## src/common/lspTables.mem

```
// One word per table index, index 0 first
// Bits 31..16 hold the cosine entry and bits 15..0 hold the acos slope
7FFF96F9
7FD9DD94
7F62EB35
7E9DF11B
7D8AF45D
7C2AF674
7A7DF7DF
7885F8ED
7642F9B8
73B6FA56
70E3FAD6
6DCAFB3D
6A6EFB94
66D0FBDD
62F2FC1A
5ED7FC4E
5A82FC7B
55F6FCA3
5134FCC5
4C40FCE3
471DFCFC
41CEFD12
3C57FD26
36BAFD37
30FCFD45
2B1FFD51
2528FD5B
1F1AFD64
18F9FD6A
12C8FD6F
0C8CFD72
0648FD74
0000FD74
F9B8FD72
F374FD6F
ED38FD6A
E707FD64
E0E6FD5B
DAD8FD51
D4E1FD45
CF04FD37
C946FD26
C3A9FD12
BE32FCFC
B8E3FCE3
B3C0FCC5
AECCFCA3
AA0AFC7B
A57EFC4E
A129FC1A
9D0EFBDD
9930FB94
9592FB3D
9236FAD6
8F1DFA56
8C4AF9B8
89BEF8ED
877BF7DF
8583F674
83D6F45D
8276F11B
8163EB35
809EDD94
802796F9

```

## src/common/g729Pkg.sv

```systemverilog
package g729Pkg;

  ////////////////////////////////////////
  // Widths
  ////////////////////////////////////////

  localparam int ADDR_W = 12;
  localparam int DATA_W = 32;
  // Q15 values and basic-op operands
  localparam int WORD_W = 16;

  ////////////////////////////////////////
  // lsp_lsf2 constants
  ////////////////////////////////////////

  localparam int LPC_ORDER = 10;
  localparam int COEF_W = $clog2(LPC_ORDER);
  localparam int TABLE_SIZE = 64;
  localparam int IDX_W = $clog2(TABLE_SIZE);
  localparam int INIT_IND = 63;
  localparam int LSF_SCALE = 25736;
  // Slope product is Q28, back to Q16 by this shift
  localparam int SLOPE_SHIFT = 12;
  localparam int IND_SHIFT = 9;
  localparam int CALC_STEPS = 6;
  // Cosine entry in the upper half, acos slope in the lower half
  localparam string TABLE_FILE = "/design/src/common/lspTables.mem";

  typedef enum logic [2:0] {
    OP_SUB,
    OP_ADD,
    OP_SHL,
    OP_MULT,
    OP_LMULT,
    OP_LSHR
  } opCode;

  typedef enum logic [2:0] {
    IDLE,
    READ_LSP,
    SEARCH,
    CALC,
    WRITE_LSF,
    DONE
  } ctrlState;

  // Widen a 16-bit word to a memory or operand word
  function automatic logic [DATA_W-1:0] sext(input logic [WORD_W-1:0] v);
    return {{(DATA_W-WORD_W){v[WORD_W-1]}}, v};
  endfunction

endpackage

```

## src/lspLsf/lspLsfControl.sv

```systemverilog
`timescale 1ns/1ns

module lspLsfControl import g729Pkg::*;
(
  input  logic              clk,
  input  logic              rst,
  input  logic              start,
  input  logic [ADDR_W-1:0] lspAddr,
  input  logic [ADDR_W-1:0] lsfAddr,
  input  logic [DATA_W-1:0] memReadData,
  input  logic [DATA_W-1:0] romData,
  input  logic [DATA_W-1:0] opResult,
  output opCode             opSel,
  output logic [DATA_W-1:0] opA,
  output logic [DATA_W-1:0] opB,
  output logic [ADDR_W-1:0] memReadAddr,
  output logic [ADDR_W-1:0] memWriteAddr,
  output logic [DATA_W-1:0] memWriteData,
  output logic              memWriteEn,
  output logic [IDX_W-1:0]  romAddr,
  output logic              done,
  output logic              busy
);

  ctrlState          state;
  // Address cycle then data cycle, for both LSP read and search
  logic              phase;
  logic [2:0]        step;
  logic [COEF_W-1:0] coef;
  logic [IDX_W-1:0]  ind;

  logic signed [WORD_W-1:0] lsp;
  logic signed [WORD_W-1:0] tableEntry;
  logic signed [WORD_W-1:0] slope;
  logic [DATA_W-1:0]        acc;
  // Holds shl(ind, 9) until the add
  logic [WORD_W-1:0]        freqHi;

  assign tableEntry  = romData[DATA_W-1:WORD_W];
  assign slope       = romData[WORD_W-1:0];
  assign romAddr     = ind;
  assign memReadAddr = lspAddr + ADDR_W'(coef);

  ////////////////////////////////////////
  // Operation schedule
  ////////////////////////////////////////

  always_comb
  begin
    opSel = OP_SUB;
    opA   = sext(lsp);
    opB   = sext(tableEntry);
    case (step)
      3'd1:
      begin
        // L_mult(slope, offset)
        opSel = OP_LMULT;
        opA   = sext(slope);
        opB   = acc;
      end
      3'd2:
      begin
        opSel = OP_LSHR;
        opA   = acc;
        opB   = DATA_W'(SLOPE_SHIFT);
      end
      3'd3:
      begin
        opSel = OP_SHL;
        opA   = DATA_W'(ind);
        opB   = DATA_W'(IND_SHIFT);
      end
      3'd4:
      begin
        // Low half of acc is extract_l of the shifted product
        opSel = OP_ADD;
        opA   = sext(freqHi);
        opB   = acc;
      end
      3'd5:
      begin
        opSel = OP_MULT;
        opA   = acc;
        opB   = DATA_W'(LSF_SCALE);
      end
      default:
      begin
        opSel = OP_SUB;
      end
    endcase
  end

  ////////////////////////////////////////
  // Sequencer
  ////////////////////////////////////////

  always_ff @(posedge clk)
  begin
    if (rst)
    begin
      state      <= IDLE;
      phase      <= 1'b0;
      step       <= '0;
      coef       <= '0;
      ind        <= IDX_W'(INIT_IND);
      busy       <= 1'b0;
      done       <= 1'b0;
      memWriteEn <= 1'b0;
    end
    else
    begin
      done       <= 1'b0;
      memWriteEn <= 1'b0;
      case (state)
        IDLE:
          if (start)
          begin
            busy  <= 1'b1;
            ind   <= IDX_W'(INIT_IND);
            coef  <= COEF_W'(LPC_ORDER - 1);
            phase <= 1'b0;
            state <= READ_LSP;
          end
        READ_LSP:
        begin
          phase <= ~phase;
          if (phase)
            state <= SEARCH;
        end
        SEARCH:
        begin
          phase <= ~phase;
          // Walk down the cosine table, index carries over to the next coefficient
          if (phase)
          begin
            if (tableEntry < lsp && ind != '0)
              ind <= ind - 1'b1;
            else
            begin
              step  <= '0;
              state <= CALC;
            end
          end
        end
        CALC:
        begin
          if (step == 3'(CALC_STEPS - 1))
          begin
            step       <= '0;
            memWriteEn <= 1'b1;
            state      <= WRITE_LSF;
          end
          else
            step <= step + 1'b1;
        end
        WRITE_LSF:
          if (coef == '0)
          begin
            busy  <= 1'b0;
            done  <= 1'b1;
            state <= DONE;
          end
          else
          begin
            coef  <= coef - 1'b1;
            state <= READ_LSP;
          end
        DONE:
          state <= IDLE;
        default:
          state <= IDLE;
      endcase
    end
  end

  // Datapath registers
  always_ff @(posedge clk)
  begin
    if (state == READ_LSP && phase)
      lsp <= memReadData[WORD_W-1:0];
    if (state == CALC)
    begin
      case (step)
        3'd3: freqHi <= opResult[WORD_W-1:0];
        3'd5:
        begin
          memWriteData <= opResult;
          memWriteAddr <= lsfAddr + ADDR_W'(coef);
        end
        default: acc <= opResult;
      endcase
    end
  end

  ////////////////////////////////////////
  // Checks
  ////////////////////////////////////////

  assert property (@(posedge clk) disable iff (rst) done |=> !done);

  // Index only moves down during a conversion, so it cannot wrap out of the table
  assert property (@(posedge clk) disable iff (rst)
    (state != IDLE) |=> (ind <= $past(ind)));

  assert property (@(posedge clk) disable iff (rst) memWriteEn |-> (state == WRITE_LSF));

endmodule

```

## config.mk

```make
export PLATFORM = sky130hd
export DESIGN_NAME = lspLsfControl
export DESIGN_NICKNAME = d
export VERILOG_FILES = /design/src/common/g729Pkg.sv /design/src/lspLsf/lspLsfControl.sv
export SDC_FILE = /design/constraint.sdc
export NUM_CORES = 1
export LEC_CHECK = 0
export BUFFER_PORTS_ARGS = -buffer_cell sky130_fd_sc_hd__buf_4
export CAP_MARGIN = 20
export CORE_MARGIN = 2
export CORE_UTILIZATION = 53
export CTS_CLUSTER_DIAMETER = 100
export DETAILED_ROUTE_END_ITERATION = 10
export PLACE_DENSITY_LB_ADDON = 0.1
export SLEW_MARGIN = 20
export SYNTH_ARGS = -nofsm -noshare
export SYNTH_HDL_FRONTEND = slang
export SYNTH_SLANG_ARGS = --single-unit
```

## constraint.sdc

```tcl
create_clock -name clk -period 7.3 [get_ports clk]
set_input_delay 0.365 -clock clk [delete_from_list [all_inputs] [get_ports clk]]
set_output_delay 0.365 -clock clk [all_outputs]
set_load 0.02 [all_outputs]
```

==> qor.csv <==
metric;value;unit
multi-input logic area;2520;µm²
CP max stage delay;0.99;ns
DRC errors left;0;
net switching share of the total power;0.262;
Syn Std Cell Area;6440;µm²
data required time of the critical path;6.93;ns
sequential-to-total area share from yosys stat;0.566;
crit path DAT;3.59;ns
count of hold buffers inserted by post-cts repair;0;
H-tree Lvls;4;
master cell of the clock root buffer;sky130_fd_sc_hd__clkbuf_16;
final setup TNS;0;ns
flop-to-flop setup slack;4.07;ns
startpoint-to-endpoint class of the critical path;flip-flop to output port;
outcome;finished clean;
mean area per synthesized cell;12.0;µm²
Total Nets Final;922;
cells taking the most area after synthesis;sky130_fd_sc_hd__edfxtp_1, sky130_fd_sc_hd__dfxtp_1, sky130_fd_sc_hd__ha_1;
first-pass GRT wire length;27.9;mm
Pleak;3.89;nW
number of standard cells in the layout, taps in and fillers out;929;
Final Skew;0.0130;ns
Buf/Inv on CP;2;
Vias/cell;5.76;
total design power;0.00219;W
Max-slew headroom;0.318;
total of endpoints with negative setup slack in the final report;0;
cell area power density;244;nW/µm²
pins over their slew limit;0;
clock tree from TritonCTS;built;
peak supply drop;0.000139;V
WL final;18.6;mm
count of state elements after synthesis;128;
sequential power share;0.389;
Clk network pwr share;0.426;
routed wirelength normalized by instance count;20.0;µm
most used standard cells in the synthesized netlist;sky130_fd_sc_hd__edfxtp_1, sky130_fd_sc_hd__nor2_1, sky130_fd_sc_hd__a21o_1;
area of the die;13000;µm²
series of cell instances along the critical path;inv_2 -> nor2_1 -> ha_1 -> or3_1 -> o21ai_4 -> a21o_1 -> buf_4;
starting DRC count in detailed routing;426;
clock-pin slew on the worst setup and hold paths;0.06;ns
width of the chip;114;µm
type of the tightest min-delay check;primary input to flip-flop;
share of synthesized registers carrying an async set or reset;0;
net count after synthesis;689;
Comb pwr share;0.185;
number of iterations in the first detailed-routing pass;6;
number of nets with antenna violations after routing;0;
worst-margin pin slew;1.02;ns
internal power;0.00162;W
Yosys Warn Count;0;
Synth top area share;0.504;
worst skew pair latency;0.42;ns
Psw;0.000575;W
HPWL after detailed placement;13.2;mm
GP Congestion;0.861;
number of rows created at floorplan;40;
clock sink count;128;
I/O pin count;255;
via count of the first global-routing pass;5395;
Max-cap violations;0;
hold violation total from the final report;0;
gate family responsible for the most delay along the worst path;flip-flops;
unrepaired setup endpoints after global routing;false;
minimum period implied by the final worst setup slack;3.95;ns
category of the worst setup path capture point;output port;
prevailing post-synth register cell;sky130_fd_sc_hd__edfxtp_1;
signed area change from the synthesized netlist to the final layout;39.4;%
sequential cell area;3640;µm²
Worst Path Max Fanout;17;
Floorplan Core Area;11900;µm²
most instantiated library cell after synthesis;sky130_fd_sc_hd__edfxtp_1;
number of antenna violations at the first check in global routing;0;
Period Utilization, post-route;0.542;
overall global routing resource usage;0.284;
count of distinct cell types in the synthesized netlist;67;
master of the slowest instance on the critical path;sky130_fd_sc_hd__dfxtp_1;
fill cell total of the finished layout;788;
CP startpoint kind;flip-flop;
sum of overflow across all layers after global routing;0;
number of enable flip-flop cells after synthesis;108;
post-CTS sizing;0;
number of cells in the design after placement;896;
layout cells sized above 1;0.387;
total inserted antenna cells;0;
Setup Buffers After CTS;0;
Max Clock Freq;253;MHz
largest net degree at the start of global routing;33;
TritonCTS buffer count;17;
maximum clock path buffer count;2;
effective utilization at floorplan;0.541;
number of cells produced by synthesis;536;
number of port buffers;238;
post-synthesis cell type with the largest combined area;sky130_fd_sc_hd__edfxtp_1;
vias after detailed routing;5348;
die height;114;µm
[cells in the final DEF (no fill, tap or decap), types with 6 or more instances in the layout]
| cell type | Yosys | final |
|---|---|---|
| sky130_fd_sc_hd__ha_1 | 28 | 28 |
| sky130_fd_sc_hd__mux2i_1 | 10 | 10 |
| sky130_fd_sc_hd__inv_1 | 33 | 33 |
| sky130_fd_sc_hd__nand3_1 | 11 | 11 |
| sky130_fd_sc_hd__xnor2_1 | 17 | 17 |
| sky130_fd_sc_hd__buf_4 | 3 | 243 |
| sky130_fd_sc_hd__xor2_1 | 7 | 7 |
| sky130_fd_sc_hd__a222oi_1 | 6 | 6 |
| sky130_fd_sc_hd__a21o_1 | 39 | 39 |
| sky130_fd_sc_hd__nand2b_1 | 7 | 7 |
| sky130_fd_sc_hd__nand4_1 | 6 | 6 |
| sky130_fd_sc_hd__clkbuf_16 | 0 | 17 |
| sky130_fd_sc_hd__nand2_1 | 16 | 16 |
| sky130_fd_sc_hd__dfxtp_1 | 20 | 20 |
| sky130_fd_sc_hd__a21oi_1 | 31 | 31 |
| sky130_fd_sc_hd__edfxtp_1 | 108 | 108 |
| sky130_fd_sc_hd__nor2_1 | 43 | 41 |
| sky130_fd_sc_hd__o21ai_0 | 16 | 16 |
| sky130_fd_sc_hd__a31oi_1 | 8 | 8 |
| sky130_fd_sc_hd__a22o_1 | 8 | 8 |
| sky130_fd_sc_hd__a22oi_1 | 13 | 13 |
| sky130_fd_sc_hd__nor3_1 | 13 | 11 |
[stage by stage]
step / setup WS [ns] / hold slack [ns] / area [µm²] / util
3_3_place_gp: 3.89 / 0.479 / 8310 / 0.697
4_1_cts: 3.40 / 0.109 / 8950 / 0.751
5_1_grt: 3.12 / 0.103 / 8970 / 0.753
6_report: 3.35 / 0.120 / 8970 / 0.753
2_1_floorplan: 3.97 / 0.464 / 6440 / -
3_5_place_dp: 3.85 / 0.497 / 8310 / 0.697
[state kept, by name, indices dropped and copies added (netlist names)]
| signal | count |
|---|---|
| lsp | 16 |
| step | 3 |
| phase | 1 |
| done | 1 |
| memWriteEn | 1 |
| state | 3 |
| coef | 4 |
| busy | 1 |
| memWriteData | 32 |
| freqHi | 16 |
| romAddr | 6 |
| acc | 32 |
| memWriteAddr | 12 |
[power groups by stage]
| stage | Combinational, W | Clock, W | Sequential, W |
|---|---|---|---|
| global placement | 0.000388 | 0 | 0.000865 |
| detailed placement | 0.000397 | 0 | 0.000866 |
| floorplan | 0.000260 | 0 | 0.000848 |
| CTS | 0.000403 | 0.000937 | 0.000852 |
| global route | 0.000435 | 0.000966 | 0.000857 |
| finish | 0.000405 | 0.000932 | 0.000853 |
[layer usage]
layer | wire, µm | track usage
met1 | 6900 | 0.328
met2 | 9570 | 0.479
met3 | 1780 | 0.108
met4 | 337 | 0.112
met5 | 0 | 0
[logic make-up (layout without fill, tap and decap cells)]
family,after synthesis,count (layout),synth area share
compound gates,147,147,0.166
xor+xnor,24,24,0.0326
fa+ha+maj,30,30,0.0606
buf+inv,66,312,0.0462
flops,128,128,0.566
mux,11,11,0.0190
simple gates,130,130,0.110
[layout make-up]
class                      instances  share of cell area
clock buffer                      19              0.0482
inverter                          36              0.0152
clock inverter                    13              0.0236
multi-input combinational        342               0.281
timing repair buffer             244               0.205
sequential                       128               0.406
tap                              147              0.0205
[worst paths after layout]
path                  start        end  depth (start not counted)
max                 step[0]    opA[26]                          7
min          memReadData[6]     lsp[6]                          1
max reg2reg         step[0]  freqHi[8]                          4
min reg2reg            busy       busy                          2
No activity file was read; power rests on OpenSTA's default activity.
